===== config.mk =====
export PLATFORM = sky130hd
export DESIGN_NAME = color_mapper
export DESIGN_NICKNAME = d
export VERILOG_FILES = /design/src/hw/frogger_pkg.sv /design/src/hw/pixel_if.sv /design/src/hw/lane_hit.sv /design/src/hw/object_hit_stage.sv /design/src/hw/background_map.sv /design/src/hw/pixel_compositor.sv /design/src/hw/color_mapper.sv
export SDC_FILE = /design/constraint.sdc
export NUM_CORES = 1
export LEC_CHECK = 0
export ABC_AREA = 0
export BUFFER_PORTS_ARGS = -buffer_cell sky130_fd_sc_hd__clkbuf_2
export CAP_MARGIN = 5
export CORE_UTILIZATION = 59
export CTS_CLUSTER_SIZE = 25
export DETAILED_ROUTE_END_ITERATION = 8
export PLACE_DENSITY = 0.81
export SLEW_MARGIN = 20
export SYNTH_ARGS = -nofsm -noshare
export SYNTH_HDL_FRONTEND = slang
export SYNTH_SLANG_ARGS = --single-unit

===== constraint.sdc =====
create_clock -name clk -period 3.2 [get_ports clk]
set_clock_uncertainty 0.1 [all_clocks]
set_input_delay 0.16 -clock clk [delete_from_list [all_inputs] [get_ports clk]]
set_output_delay 0.16 -clock clk [all_outputs]
set_load 0.005 [all_outputs]

===== src/hw/frogger_pkg.sv =====
// frogger colour mapper shared definitions
// screen and colour types, object geometry, flat object and scenery colours

package frogger_pkg;

	// ----------------------------------------
	// types
	// ----------------------------------------
	typedef logic [10:0] coord_t;
	typedef logic [7:0]  chan_t;
	// red in the top byte, blue in the bottom
	typedef logic [23:0] rgb_t;
	typedef logic [2:0]  count_t;

	// lane sizes
	localparam int N_LANES = 4;
	localparam int N_OBJ   = 4;

	// ----------------------------------------
	// object geometry
	// ----------------------------------------
	localparam int CAR_W  = 80;
	localparam int CAR_H  = 40;
	localparam int LPAD_W = 40;
	localparam int LPAD_H = 40;
	localparam int FROG_W = 40;
	localparam int FROG_H = 40;

	// hit box of the frog is smaller than its cell
	localparam int FROG_INSET_X   = 7;
	localparam int FROG_INSET_TOP = 10;
	localparam int FROG_INSET_BOT = 5;

	// objects at or past this x came round from the left edge
	localparam coord_t WRAP_X = 11'd680;

	// ----------------------------------------
	// colours
	// ----------------------------------------
	localparam rgb_t FROG_RGB       = {chan_t'(50),  chan_t'(205), chan_t'(50)};
	localparam rgb_t CAR_R_RGB      = {chan_t'(200), chan_t'(0),   chan_t'(0)};
	localparam rgb_t CAR_L_RGB      = {chan_t'(0),   chan_t'(0),   chan_t'(200)};
	localparam rgb_t LPAD_RGB       = {chan_t'(0),   chan_t'(250), chan_t'(0)};
	localparam rgb_t WATER_RGB      = {chan_t'(0),   chan_t'(200), chan_t'(255)};
	localparam rgb_t DARK_GRASS_RGB = {chan_t'(0),   chan_t'(100), chan_t'(0)};
	localparam rgb_t GRASS_RGB      = {chan_t'(0),   chan_t'(200), chan_t'(0)};
	localparam rgb_t MARK_RGB       = {chan_t'(255), chan_t'(204), chan_t'(0)};
	localparam rgb_t PAVE_RGB       = {chan_t'(69),  chan_t'(69),  chan_t'(69)};
	localparam rgb_t WHITE_RGB      = {chan_t'(255), chan_t'(255), chan_t'(255)};

endpackage


===== src/hw/pixel_if.sv =====
// hit-tested pixel bus
// carries one pixel and its object hit flags from the hit stage to the compositor

interface pixel_if #(
	parameter int N_LANES = frogger_pkg::N_LANES
);
	import frogger_pkg::*;

	logic               valid;
	coord_t             x;
	coord_t             y;
	logic               frog_hit;
	// one flag per car lane, lane 1 in bit 0
	logic [N_LANES-1:0] car_hit;
	// any lily pad in any lane
	logic               lpad_hit;

	modport hit (
		output valid,
		output x,
		output y,
		output frog_hit,
		output car_hit,
		output lpad_hit
	);

	modport comp (
		input valid,
		input x,
		input y,
		input frog_hit,
		input car_hit,
		input lpad_hit
	);

endinterface


===== src/hw/lane_hit.sv =====
// lane hit test
// checks one lane of moving objects against the pixel, wrapped objects included

module lane_hit #(
	parameter int N_OBJ = frogger_pkg::N_OBJ,
	parameter int OBJ_W = frogger_pkg::CAR_W,
	parameter int OBJ_H = frogger_pkg::CAR_H
) (
	input  frogger_pkg::coord_t             draw_x,
	input  frogger_pkg::coord_t             draw_y,
	input  frogger_pkg::coord_t [N_OBJ-1:0] obj_x,
	input  frogger_pkg::coord_t             lane_y,
	input  frogger_pkg::count_t             count,
	output logic                            hit
);
	import frogger_pkg::*;

	coord_t             bot_y;
	logic               y_in;
	logic [N_OBJ-1:0]   obj_hit;

	// all objects of a lane share one row
	assign bot_y = lane_y + coord_t'(OBJ_H);
	assign y_in  = (draw_y >= lane_y) && (draw_y <= bot_y);

	for (genvar k = 0; k < N_OBJ; k++)
	begin : g_obj
		coord_t right_x;
		logic   live;
		logic   wrapped;
		logic   x_in;

		// right edge wraps modulo 2048
		assign right_x = obj_x[k] + coord_t'(OBJ_W);
		assign live    = (int'(count) > k);
		assign wrapped = (obj_x[k] >= WRAP_X);

		// a wrapped object only shows its tail from the left edge
		assign x_in = wrapped ? (draw_x <= right_x)
				: ((draw_x >= obj_x[k]) && (draw_x <= right_x));

		assign obj_hit[k] = live && x_in && y_in;
	end

	assign hit = |obj_hit;

endmodule


===== src/hw/object_hit_stage.sv =====
// object hit stage
// first pipeline stage: tests frog, car lanes and lily-pad lanes against
// the sampled pixel and registers the hit flags

module object_hit_stage #(
	parameter int N_LANES = frogger_pkg::N_LANES,
	parameter int N_OBJ   = frogger_pkg::N_OBJ
) (
	input  logic                                            clk,
	input  logic                                            rst_n,
	input  logic                                            pixel_valid,
	input  frogger_pkg::coord_t                             draw_x,
	input  frogger_pkg::coord_t                             draw_y,
	input  frogger_pkg::coord_t                             frog_x,
	input  frogger_pkg::coord_t                             frog_y,
	input  frogger_pkg::coord_t [N_LANES-1:0][N_OBJ-1:0]    car_x,
	input  frogger_pkg::coord_t [N_LANES-1:0]               car_y,
	input  frogger_pkg::count_t [N_LANES-1:0]               car_count,
	input  frogger_pkg::coord_t [N_LANES-1:0][N_OBJ-1:0]    lpad_x,
	input  frogger_pkg::coord_t [N_LANES-1:0]               lpad_y,
	input  frogger_pkg::count_t [N_LANES-1:0]               lpad_count,
	pixel_if.hit                                            out
);
	import frogger_pkg::*;

	coord_t             frog_l;
	coord_t             frog_r;
	coord_t             frog_t;
	coord_t             frog_b;
	logic               frog_hit_c;
	logic [N_LANES-1:0] car_hit_c;
	logic [N_LANES-1:0] lpad_lane_hit;
	logic               counts_ok;

	// ----------------------------------------
	// frog hit box
	// ----------------------------------------
	assign frog_l = frog_x + coord_t'(FROG_INSET_X);
	assign frog_r = frog_x + coord_t'(FROG_W - FROG_INSET_X);
	assign frog_t = frog_y + coord_t'(FROG_INSET_TOP);
	assign frog_b = frog_y + coord_t'(FROG_H - FROG_INSET_BOT);

	assign frog_hit_c = (draw_x >= frog_l) && (draw_x <= frog_r) &&
			(draw_y >= frog_t) && (draw_y <= frog_b);

	// ----------------------------------------
	// lanes
	// ----------------------------------------
	for (genvar l = 0; l < N_LANES; l++)
	begin : g_lane
		lane_hit #(
			.N_OBJ (N_OBJ),
			.OBJ_W (CAR_W),
			.OBJ_H (CAR_H)
		) u_car (
			.draw_x (draw_x),
			.draw_y (draw_y),
			.obj_x  (car_x[l]),
			.lane_y (car_y[l]),
			.count  (car_count[l]),
			.hit    (car_hit_c[l])
		);

		lane_hit #(
			.N_OBJ (N_OBJ),
			.OBJ_W (LPAD_W),
			.OBJ_H (LPAD_H)
		) u_pad (
			.draw_x (draw_x),
			.draw_y (draw_y),
			.obj_x  (lpad_x[l]),
			.lane_y (lpad_y[l]),
			.count  (lpad_count[l]),
			.hit    (lpad_lane_hit[l])
		);
	end

	// stage register, payload only moves with a pixel
	always_ff @(posedge clk)
	begin
		if (!rst_n)
			out.valid <= 1'b0;
		else
			out.valid <= pixel_valid;

		if (pixel_valid)
		begin
			out.x        <= draw_x;
			out.y        <= draw_y;
			out.frog_hit <= frog_hit_c;
			out.car_hit  <= car_hit_c;
			out.lpad_hit <= |lpad_lane_hit;
		end
	end

	// counts beyond the lane size would point at missing objects
	always_comb
	begin
		counts_ok = 1'b1;
		for (int l = 0; l < N_LANES; l++)
		begin
			if (int'(car_count[l]) > N_OBJ || int'(lpad_count[l]) > N_OBJ)
				counts_ok = 1'b0;
		end
	end

	a_count_range : assert property (@(posedge clk) disable iff (!rst_n)
			pixel_valid |-> counts_ok)
		else $error("lane count above %0d objects", N_OBJ);

endmodule


===== src/hw/background_map.sv =====
// background scenery map
// maps a pixel position to water, grass, lane marks, pavement or white

module background_map (
	input  frogger_pkg::coord_t x,
	input  frogger_pkg::coord_t y,
	output frogger_pkg::rgb_t   rgb
);
	import frogger_pkg::*;

	logic water;
	logic bank_row;
	logic dark_col;
	logic grass_col;
	logic grass;
	logic mark_row;
	logic mark_col;
	logic pave;

	// river band
	assign water = (y >= 11'd80) && (y <= 11'd239);

	// ----------------------------------------
	// top bank with home notches
	// ----------------------------------------
	assign bank_row = (y >= 11'd40) && (y <= 11'd79);

	assign dark_col = (x <= 11'd119) ||
			((x >= 11'd160) && (x <= 11'd279)) ||
			((x >= 11'd320) && (x <= 11'd479)) ||
			((x >= 11'd520) && (x <= 11'd679));

	assign grass_col = ((x >= 11'd120) && (x <= 11'd159)) ||
			((x >= 11'd280) && (x <= 11'd319)) ||
			((x >= 11'd480) && (x <= 11'd519));

	// median strip, start strip and the gaps in the bank
	assign grass = ((y >= 11'd240) && (y <= 11'd279)) ||
			(y >= 11'd440) ||
			(bank_row && grass_col);

	// ----------------------------------------
	// road
	// ----------------------------------------
	// dashed marks between the car lanes
	assign mark_row = ((y >= 11'd318) && (y <= 11'd322)) ||
			((y >= 11'd358) && (y <= 11'd362)) ||
			((y >= 11'd398) && (y <= 11'd402));

	assign mark_col = (x <= 11'd100) ||
			((x >= 11'd200) && (x <= 11'd300)) ||
			((x >= 11'd400) && (x <= 11'd500)) ||
			(x >= 11'd600);

	assign pave = (y >= 11'd280) && (y <= 11'd439);

	// first match wins
	always_comb
	begin
		if (water)
			rgb = WATER_RGB;
		else if (bank_row && dark_col)
			rgb = DARK_GRASS_RGB;
		else if (grass)
			rgb = GRASS_RGB;
		else if (mark_row && mark_col)
			rgb = MARK_RGB;
		else if (pave)
			rgb = PAVE_RGB;
		else
			rgb = WHITE_RGB;
	end

endmodule


===== src/hw/pixel_compositor.sv =====
// pixel compositor
// second pipeline stage: picks the top layer at the pixel and registers
// the colour

module pixel_compositor #(
	parameter int N_LANES = frogger_pkg::N_LANES
) (
	input  logic              clk,
	input  logic              rst_n,
	pixel_if.comp             in,
	output logic              rgb_valid,
	output frogger_pkg::rgb_t rgb
);
	import frogger_pkg::*;

	rgb_t bg_rgb;
	rgb_t pick;

	background_map u_bg (
		.x   (in.x),
		.y   (in.y),
		.rgb (bg_rgb)
	);

	// ----------------------------------------
	// layer priority
	// ----------------------------------------
	// later assignments win, so layers go bottom up
	always_comb
	begin
		pick = bg_rgb;
		if (in.lpad_hit)
			pick = LPAD_RGB;

		// lane 1 last so it beats the lanes below it
		for (int i = N_LANES - 1; i >= 0; i--)
		begin
			if (in.car_hit[i])
				pick = (i % 2 == 0) ? CAR_R_RGB : CAR_L_RGB;
		end

		if (in.frog_hit)
			pick = FROG_RGB;
	end

	// output register
	always_ff @(posedge clk)
	begin
		if (!rst_n)
		begin
			rgb_valid <= 1'b0;
			rgb       <= '0;
		end
		else
		begin
			rgb_valid <= in.valid;
			if (in.valid)
				rgb <= pick;
		end
	end

	// a colour leaving the pipe must have been fully resolved upstream
	a_rgb_known : assert property (@(posedge clk) disable iff (!rst_n)
			rgb_valid |-> !$isunknown(rgb))
		else $error("unknown colour on a valid pixel");

endmodule


===== src/hw/color_mapper.sv =====
// frogger colour mapper top level
// samples a pixel on a strobe and returns its colour two cycles later
// through the hit stage and the compositor

module color_mapper #(
	parameter int N_LANES = frogger_pkg::N_LANES,
	parameter int N_OBJ   = frogger_pkg::N_OBJ
) (
	input  logic                                            clk,
	input  logic                                            rst_n,
	input  logic                                            pixel_valid,
	input  frogger_pkg::coord_t                             draw_x,
	input  frogger_pkg::coord_t                             draw_y,
	input  frogger_pkg::coord_t                             frog_x,
	input  frogger_pkg::coord_t                             frog_y,
	input  frogger_pkg::coord_t [N_LANES-1:0][N_OBJ-1:0]    car_x,
	input  frogger_pkg::coord_t [N_LANES-1:0]               car_y,
	input  frogger_pkg::count_t [N_LANES-1:0]               car_count,
	input  frogger_pkg::coord_t [N_LANES-1:0][N_OBJ-1:0]    lpad_x,
	input  frogger_pkg::coord_t [N_LANES-1:0]               lpad_y,
	input  frogger_pkg::count_t [N_LANES-1:0]               lpad_count,
	output logic                                            rgb_valid,
	output frogger_pkg::rgb_t                               rgb
);

	// ----------------------------------------
	// stage link
	// ----------------------------------------
	pixel_if #(
		.N_LANES (N_LANES)
	) px ();

	// stage 1, hit tests
	object_hit_stage #(
		.N_LANES (N_LANES),
		.N_OBJ   (N_OBJ)
	) u_hit (
		.clk         (clk),
		.rst_n       (rst_n),
		.pixel_valid (pixel_valid),
		.draw_x      (draw_x),
		.draw_y      (draw_y),
		.frog_x      (frog_x),
		.frog_y      (frog_y),
		.car_x       (car_x),
		.car_y       (car_y),
		.car_count   (car_count),
		.lpad_x      (lpad_x),
		.lpad_y      (lpad_y),
		.lpad_count  (lpad_count),
		.out         (px.hit)
	);

	// stage 2, layer pick and colour
	pixel_compositor #(
		.N_LANES (N_LANES)
	) u_comp (
		.clk       (clk),
		.rst_n     (rst_n),
		.in        (px.comp),
		.rgb_valid (rgb_valid),
		.rgb       (rgb)
	);

endmodule


==> results of run 1 <==
-- cell type report --
type                    instances  area, um^2
multi-input cells            2957       24100
diodes                         18        45.0
repair buffers                596        3310
inverters                     483        1810
clock inverters                 3        47.5
well taps                     600         751
fillers                      3951       14100
flip-flops and latches         44        1160
clock buffers                   5         125
-- per-stage QoR --
step	power [mW]	cells
after floorplan	3.57	3509
after global placement	5.09	4679
after detailed placement	5.19	4679
after CTS	5.86	4688
after global routing	6.52	4702
final	5.91	4706
-- routing by layer --
layer  up-vias  global-route usage (%)
li1      14379                       -
met1     13222                    43.9
met2      1083                    61.8
met3       284                    6.54
met4        28                    17.5
met5         -                       0
-- cells by family after synthesis --
group	Yosys count	share of synthesized area [%]
multiplexers	1	0.0367
buffers and inverters	508	7.23
AND/OR/NAND/NOR	786	15.2
adder cells (fa/ha/maj)	864	39.6
AO/OA/AOI/OAI	1047	25.3
flip-flops	44	4.26
XOR/XNOR	259	8.32
-- power breakdown --
part | internal, mW | total [mW] | leakage (nW) | switching (mW)
Sequential | 0.655 | 0.718 | 0.404 | 0.0632
Combinational | 2.00 | 4.55 | 15.7 | 2.55
Clock | 0.372 | 0.638 | 0.0841 | 0.266
-- final timing paths --
path / start / endpoint / slack, ns / cells past startpoint
max: draw_y[1] / u_hit.out.car_hit[3] / 0.35 / 10
min: draw_x[0] / u_hit.out.x[0] / 0.05 / 1
max reg2reg: u_hit.out.x[5] / u_comp.rgb[5] / 0.70 / 8
min reg2reg: u_comp.rgb[14] / u_comp.rgb[14] / 0.38 / 2
-- sequential cells by signal, indices dropped and copies added (netlist names) --
name / flops
u_hit.out.car_hit: 4
u_hit.out.lpad_hit: 1
u_hit.out.y: 11
u_hit.out.frog_hit: 1
u_hit.out.valid: 1
u_comp.rgb_valid: 1
u_comp.rgb: 14
u_hit.out.x: 11
-- cell usage in the layout (no fill, tap or decap), types with 17 or more instances in the layout --
cell type,count
sky130_fd_sc_hd__buf_4,55
sky130_fd_sc_hd__a2111oi_0,40
sky130_fd_sc_hd__a21oi_1,246
sky130_fd_sc_hd__a21o_1,62
sky130_fd_sc_hd__nand2b_1,34
sky130_fd_sc_hd__xor2_1,64
sky130_fd_sc_hd__o21a_1,72
sky130_fd_sc_hd__nor2b_1,51
sky130_fd_sc_hd__a211o_1,21
sky130_fd_sc_hd__nand4_1,79
sky130_fd_sc_hd__xnor2_1,195
sky130_fd_sc_hd__edfxtp_1,28
sky130_fd_sc_hd__a211oi_1,55
sky130_fd_sc_hd__a31oi_1,29
sky130_fd_sc_hd__nor4_1,44
sky130_fd_sc_hd__nand3_1,110
sky130_fd_sc_hd__o21ai_0,254
sky130_fd_sc_hd__o2111ai_1,54
sky130_fd_sc_hd__ha_1,864
sky130_fd_sc_hd__nor3_1,87
sky130_fd_sc_hd__inv_1,481
sky130_fd_sc_hd__clkbuf_2,527
sky130_fd_sc_hd__o211ai_1,43
sky130_fd_sc_hd__diode_2,18
sky130_fd_sc_hd__nor2_1,155
sky130_fd_sc_hd__or3_1,17
sky130_fd_sc_hd__nand2_1,121
==> impl_metrics.sql, run 1 <==
INSERT INTO impl_metrics (metric_group, metric, value, unit) VALUES
('clock_network', 'cts-root-to-sink-buffers', '2', ''),
('yosys', 'synth-seq-cells', '44', ''),
('drt', 'antenna_left', '0', ''),
('drt', 'drc_errors', '0', ''),
('worst_setup_path', 'cpMaxStageDelayCell', 'sky130_fd_sc_hd__a2111oi_0', ''),
('drt', 'firstDrtPassIters', '8', ''),
('placed_design', 'gpl.final_weighted_congestion', '0.992', ''),
('yosys', 'synth.area.top_cells', 'sky130_fd_sc_hd__ha_1, sky130_fd_sc_hd__inv_1, sky130_fd_sc_hd__xnor2_1', ''),
('global_route', 'grt_pass1_vias', '28270', ''),
('worst_setup_path', 'startpoint_type', 'primary input', ''),
('yosys', 'synth-async-reset-ratio', '0', '%'),
('global_route', 'grt_max_degree', '42', ''),
('floorplan', 'std_cell_rows', '78', ''),
('yosys', 'synthDominantAreaCellType', 'sky130_fd_sc_hd__ha_1', ''),
('yosys', 'yosys-top-cells-count', 'sky130_fd_sc_hd__ha_1, sky130_fd_sc_hd__inv_1, sky130_fd_sc_hd__o21ai_0', ''),
('worst_setup_path', 'worst_path_dominant_cell_family', 'compound AO/OA/AOI/OAI gates', ''),
('floorplan', 'fp.dieW', '217', 'um'),
('yosys', 'yosys_warnings', '0', ''),
('drt', 'route.detailed.wl_per_inst', '18.7', 'um'),
('worst_setup_path', 'critPathBufInv', '1', ''),
('finish', 'final_core_util', '69.0', '%'),
('yosys', 'postSynthAreaPerCell', '7.77', 'um^2'),
('yosys', 'number_of_enable_type_register_cells_in_the_synthesized_netlist', '28', ''),
('placed_design', 'dpl.hpwl', '74800', 'um'),
('clock_network', 'post-cts-setup-buffers', '0', ''),
('clock_network', 'cts_hold_buffers', '1', ''),
('finish', 'share_of_layout_cells_above_drive_strength_1', '15.4', '%'),
('floorplan', 'die_area', '0.0471', 'mm^2'),
('worst_setup_path', 'timing.critical_path.arrival', '2.93', 'ns'),
('global_route', 'grt_pass1_wl', '139000', 'um'),
('timing', 'worst-slew-pin-transition', '1.04', 'ns'),
('yosys', 'post-synth-top-count-cell', 'sky130_fd_sc_hd__ha_1', ''),
('yosys', 'yosys.cell_types.count', '84', ''),
('clock_network', 'cts_buffers', '5', ''),
('timing', 'count_of_final_setup_violators', '0', ''),
('drt', 'wl_met3', '6580', 'um'),
('finish', 'syn2layout_area_growth', '15.1', '%'),
('outcome', 'outcome', 'finished clean', ''),
('run', 'timing.max_cap.violations', '0', ''),
('worst_setup_path', 'setup.worst_path.class', 'primary input to register', ''),
('timing', 'finalCriticalPeriod', '2.85', 'ns'),
('drt', 'routed_wl', '87900', 'um'),
('timing', 'max_slew_margin', '29.1', '%'),
('yosys', 'yosysTopAreaCellShare', '39.6', '%'),
('worst_hold_path', 'hp-class', 'primary input to register', ''),
('timing', 'final-hold-violation-count', '0', ''),
('drt', 'route.layer.met1.wl', '37200', 'um'),
('global_route', 'total_global_routing_overflow', '0', ''),
('clock_network', 'clkSinkCount', '44', ''),
('drt', 'route.met2.wl', '39400', 'um'),
('worst_setup_path', 'crit_path_cell_trace', 'clkbuf_2 > ha_1 > nor2b_1 > o21ai_0 > a21oi_1 > o21a_1 > o21ai_0 > a211oi_1 > a2111oi_0 > o221a_2', ''),
('yosys', 'yosys_most_used_dff', 'sky130_fd_sc_hd__edfxtp_1', ''),
('timing', 'timing.final.ws_setup', '0.349', 'ns'),
('drt', 'detail_routed_via_count_per_cell', '6.16', ''),
('worst_setup_path', 'critical_path.most_common_cell', 'sky130_fd_sc_hd__o21ai_0', ''),
('placed_design', 'port-buffer-count', '535', ''),
('timing', 'final_critical_path_share_of_the_clock_period', '89.1', '%'),
('finish', 'final_cell_area', '0.0314', 'mm^2'),
('clock_network', 'cts_max_level', '2', ''),
('yosys', 'proportion_of_synthesized_chip_area_in_sequential_cells', '4.26', '%'),
('drt', 'drt-initial-drc-count', '1768', ''),
('timing', 'setup_repair_after_global_routing_missed_its_margin', 'false', ''),
('clock_network', 'postCtsResizedCells', '0', ''),
('clock_network', 'tritoncts_clock_tree', 'yes', ''),
('worst_setup_path', 'worst_setup_path_end_kind', 'register', ''),
('placed_design', 'dpl_cell_area', '0.0312', 'mm^2'),
('clock_network', 'worst_setup_hold_path_clk_slew', '0.07', 'ns'),
('floorplan', 'core_region_area', '0.0455', 'mm^2'),
('floorplan', 'initial_utilization', '60.0', '%'),
('yosys', 'synthCells', '3509', ''),
('floorplan', 'ioPinCount', '536', '');
Power figures use the tool's default switching activity.
==> run 2, diff against run 1 <==
--- a/config.mk
+++ b/config.mk
@@ -8,10 +8,10 @@
 export ABC_AREA = 0
 export BUFFER_PORTS_ARGS = -buffer_cell sky130_fd_sc_hd__clkbuf_2
 export CAP_MARGIN = 5
-export CORE_UTILIZATION = 59
+export CORE_UTILIZATION = 53
 export CTS_CLUSTER_SIZE = 25
 export DETAILED_ROUTE_END_ITERATION = 8
-export PLACE_DENSITY = 0.81
+export PLACE_DENSITY = 0.8
 export SLEW_MARGIN = 20
 export SYNTH_ARGS = -nofsm -noshare
 export SYNTH_HDL_FRONTEND = slang
==> constraint.sdc (replaced) <==
create_clock -name clk -period 2.3 [get_ports clk]
set_clock_uncertainty 0.1 [all_clocks]
set_input_delay 0.115 -clock clk [delete_from_list [all_inputs] [get_ports clk]]
set_output_delay 0.115 -clock clk [all_outputs]
set_load 0.005 [all_outputs]
==> run 2 against run 1 <==
Cell count up 15%. Largest cell class unchanged. Clock power up 31%. Via count up 15%. First-iteration DRC count up 35%. Worst setup slack worse by 0.70 ns. Total power up 69%. Global-route usage up 0.76 points. Register-to-register slack worse by 0.82 ns. The run now ends with negative setup slack left. Utilization up 5.7 points. Combinational power up 79%. Sequential power up 38%. Final area up 20%.
==> impl_metrics.sql, run 2 (synthesized netlist as in run 1, its figures left out) <==
INSERT INTO impl_metrics (metric_group, metric, value, unit) VALUES
('finish', 'final_cell_area', '0.0377', 'mm^2'),
('timing', 'worst-slew-pin-transition', '0.866', 'ns'),
('global_route', 'grt_max_degree', '30', ''),
('placed_design', 'gpl.final_weighted_congestion', '1.02', ''),
('finish', 'seqCellArea', '0.00116', 'mm^2'),
('drt', 'firstDrtPassIters', '8', ''),
('finish', 'leading_cell_type_in_the_layout_fill_and_taps_excluded', 'sky130_fd_sc_hd__ha_1', ''),
('finish', 'fillers', '3661', ''),
('clock_network', 'cts_buffers', '5', ''),
('timing', 'setup-tns-final', '-1.01', 'ns'),
('finish', 'fin_nets', '6113', ''),
('drt', 'drc_errors', '0', ''),
('clock_network', 'clock_latency', '0.30', 'ns'),
('global_route', 'grt_pass1_vias', '32659', ''),
('power_and_ir_drop', 'power_frac_comb', '81.7', '%'),
('finish', 'multiInputGateArea', '0.0252', 'mm^2'),
('floorplan', 'initial_utilization', '54.0', '%'),
('global_route', 'grt_pass1_wl', '160000', 'um'),
('clock_network', 'tritoncts_clock_tree', 'yes', ''),
('timing', 'final_critical_path_share_of_the_clock_period', '115', '%'),
('outcome', 'outcome', 'finished with violations', ''),
('worst_setup_path', 'cp_max_fo', '4', ''),
('floorplan', 'fp.dieW', '229', 'um'),
('drt', 'drt-initial-drc-count', '2384', ''),
('timing', 'fmax', '0.378', 'GHz'),
('worst_setup_path', 'timing.critical_path.required', '2.25', 'ns'),
('worst_setup_path', 'timing.critical_path.arrival', '2.60', 'ns'),
('global_route', 'initial_antenna_violation_count', '23', ''),
('clock_network', 'cts-root-to-sink-buffers', '2', ''),
('floorplan', 'std_cell_rows', '82', ''),
('power_and_ir_drop', 'sequential_group_share_of_total_power', '9.9', '%'),
('power_and_ir_drop', 'power.switching_fraction', '47.2', '%'),
('finish', 'share_of_layout_cells_above_drive_strength_1', '30.2', '%'),
('power_and_ir_drop', 'power.density', '264', 'mW/mm^2'),
('placed_design', 'port-buffer-count', '535', ''),
('floorplan', 'die_area', '0.0524', 'mm^2'),
('outcome', 'violated_checks', 'negative setup slack', ''),
('global_route', 'total_global_routing_overflow', '0', ''),
('power_and_ir_drop', 'p_clk_share', '8.4', '%'),
('timing', 'setup_repair_after_global_routing_missed_its_margin', 'true', ''),
('worst_hold_path', 'hp-class', 'primary input to register', ''),
('placed_design', 'dpl_cell_area', '0.0362', 'mm^2'),
('drt', 'route.detailed.wl_per_inst', '19.7', 'um'),
('clock_network', 'clkSinkCount', '44', ''),
('clock_network', 'cts_root_buf', 'sky130_fd_sc_hd__clkbuf_16', ''),
('worst_setup_path', 'startpoint_type', 'primary input', ''),
('run', 'timing.max_cap.violations', '0', ''),
('power_and_ir_drop', 'internal_power', '5.26', 'mW'),
('power_and_ir_drop', 'sw_pwr', '4.71', 'mW'),
('timing', 'final-hold-violation-count', '0', ''),
('clock_network', 'cts_max_level', '2', ''),
('worst_setup_path', 'setup.worst_path.class', 'primary input to register', ''),
('finish', 'largest_register_ffs', '14', ''),
('finish', 'syn2layout_area_growth', '38.3', '%'),
('finish', 'max_flop_register', 'u_comp.rgb', ''),
('timing', 'count_of_final_setup_violators', '7', ''),
('timing', 'timing.final.ws_setup', '-0.348', 'ns'),
('placed_design', 'dpl.hpwl', '85300', 'um'),
('timing', 'timing.final.max_slew_violations', '0', ''),
('drt', 'routed_wl', '107000', 'um'),
('worst_setup_path', 'worst_setup_path_end_kind', 'register', ''),
('drt', 'vias', '33299', ''),
('drt', 'antenna_left', '0', ''),
('drt', 'detail_routed_via_count_per_cell', '6.13', ''),
('floorplan', 'ioPinCount', '536', ''),
('timing', 'finalCriticalPeriod', '2.65', 'ns'),
('global_route', 'global_route.usage.total', '37.1', '%'),
('power_and_ir_drop', 'cellLeakagePower', '19.6', 'nW'),
('floorplan', 'fp.dieH', '229', 'um'),
('timing', 'max_slew_margin', '42.3', '%'),
('finish', 'reg.largest.list', 'u_comp.rgb (14), u_hit.out.x (11), u_hit.out.y (11)', ''),
('clock_network', 'worst_setup_hold_path_clk_slew', '0.07', 'ns'),
('power_and_ir_drop', 'max-vdd-ir-drop', '0.292', 'mV'),
('floorplan', 'core_region_area', '0.0505', 'mm^2'),
('finish', 'layout_common_cells', 'sky130_fd_sc_hd__ha_1, sky130_fd_sc_hd__buf_4, sky130_fd_sc_hd__clkbuf_2, sky130_fd_sc_hd__inv_1, sky130_fd_sc_hd__a21oi_1', '');
==> run 2: cell types whose count changed in the layout (fill, tap and decap cells not counted), sizes merged <==
cell and change:
bufinv -1, clkinvlp +2, buf +659, clkinv -2
clkbuf -7
==> run 2: repair_timing <==
| item | in CTS | in global routing |
|---|---|---|
| gates cloned | 0 | 2 |
| endpoints found under the hold margin | 1 | 0 |
| pin swaps | 38 | 98 |
| setup buffers | 4 | 12 |
| hold buffers | 1 | 0 |
| resized for setup | 78 | 194 |
| setup endpoints to repair | 8 | 14 |
==> run 2: critical path, cell delays in order <==
cell                        delay, ns
sky130_fd_sc_hd__clkbuf_16       0.14
sky130_fd_sc_hd__ha_4            0.16
sky130_fd_sc_hd__o21ai_2         0.15
sky130_fd_sc_hd__xnor2_1         0.09
sky130_fd_sc_hd__ha_1            0.30
sky130_fd_sc_hd__and3_4          0.19
sky130_fd_sc_hd__and4b_1         0.24
sky130_fd_sc_hd__o21ai_1         0.12
sky130_fd_sc_hd__a221o_1         0.31
sky130_fd_sc_hd__o31a_1          0.14
sky130_fd_sc_hd__a21oi_1         0.13
sky130_fd_sc_hd__a21oi_1         0.07
sky130_fd_sc_hd__buf_4           0.18
sky130_fd_sc_hd__o221a_4         0.26
==> run 2: final cells by class <==
class                           instances  area share (%)
Antenna cell                           18           0.119
Clock buffer                            6           0.398
Clock inverter                          2          0.0398
Inverter                              483            4.83
Multi-Input combinational cell       2957            66.7
Sequential cell                        44            3.08
Tap cell                              672            2.23
Timing Repair Buffer                 1247            22.6
==> run 2: path summary, 6_finish.rpt <==
path	startpoint	endpoint	slack, ns	cells past startpoint
worst max-delay path	car_x[136]	u_hit.out.car_hit[3]	-0.35	14
worst min-delay path	rst_n	u_comp.rgb[8]	0.06	3
worst max register to register	u_hit.out.x[5]	u_comp.rgb[19]	-0.12	8
worst min register to register	u_comp.rgb[2]	u_comp.rgb[2]	0.38	2
==> run 2: layer usage <==
layer	GRT usage, %	up-vias	wire [um]
met5	0	-	101
met1	42.9	15295	40700
met3	6.69	594	9600
met4	23.1	12	8350
li1	-	15661	-
met2	63.1	1737	48400
==> run 2: metrics by stage <==
stage | utilization [%] | setup WS (ns) | cells | total power [mW] | hold WS (ns)
after floorplan | - | -0.138 | 3509 | 5.00 | 0.114
after global placement | 71.7 | -0.571 | 5387 | 8.12 | 0.280
after detailed placement | 71.7 | -0.620 | 5387 | 8.36 | 0.283
after CTS | 72.8 | -0.148 | 5399 | 9.40 | 0.0117
after global routing | 74.7 | -0.380 | 5427 | 10.8 | 0.0614
final | 74.7 | -0.348 | 5429 | 9.97 | 0.0557
==> run 2: power groups by stage <==
stage / combinational [mW] / sequential (mW) / clock [mW]
after floorplan: 4.03 / 0.966 / 0
after global placement: 7.13 / 0.992 / 0
after detailed placement: 7.37 / 0.996 / 0
after CTS: 7.58 / 0.981 / 0.843
after global routing: 8.91 / 0.999 / 0.870
final: 8.14 / 0.992 / 0.838
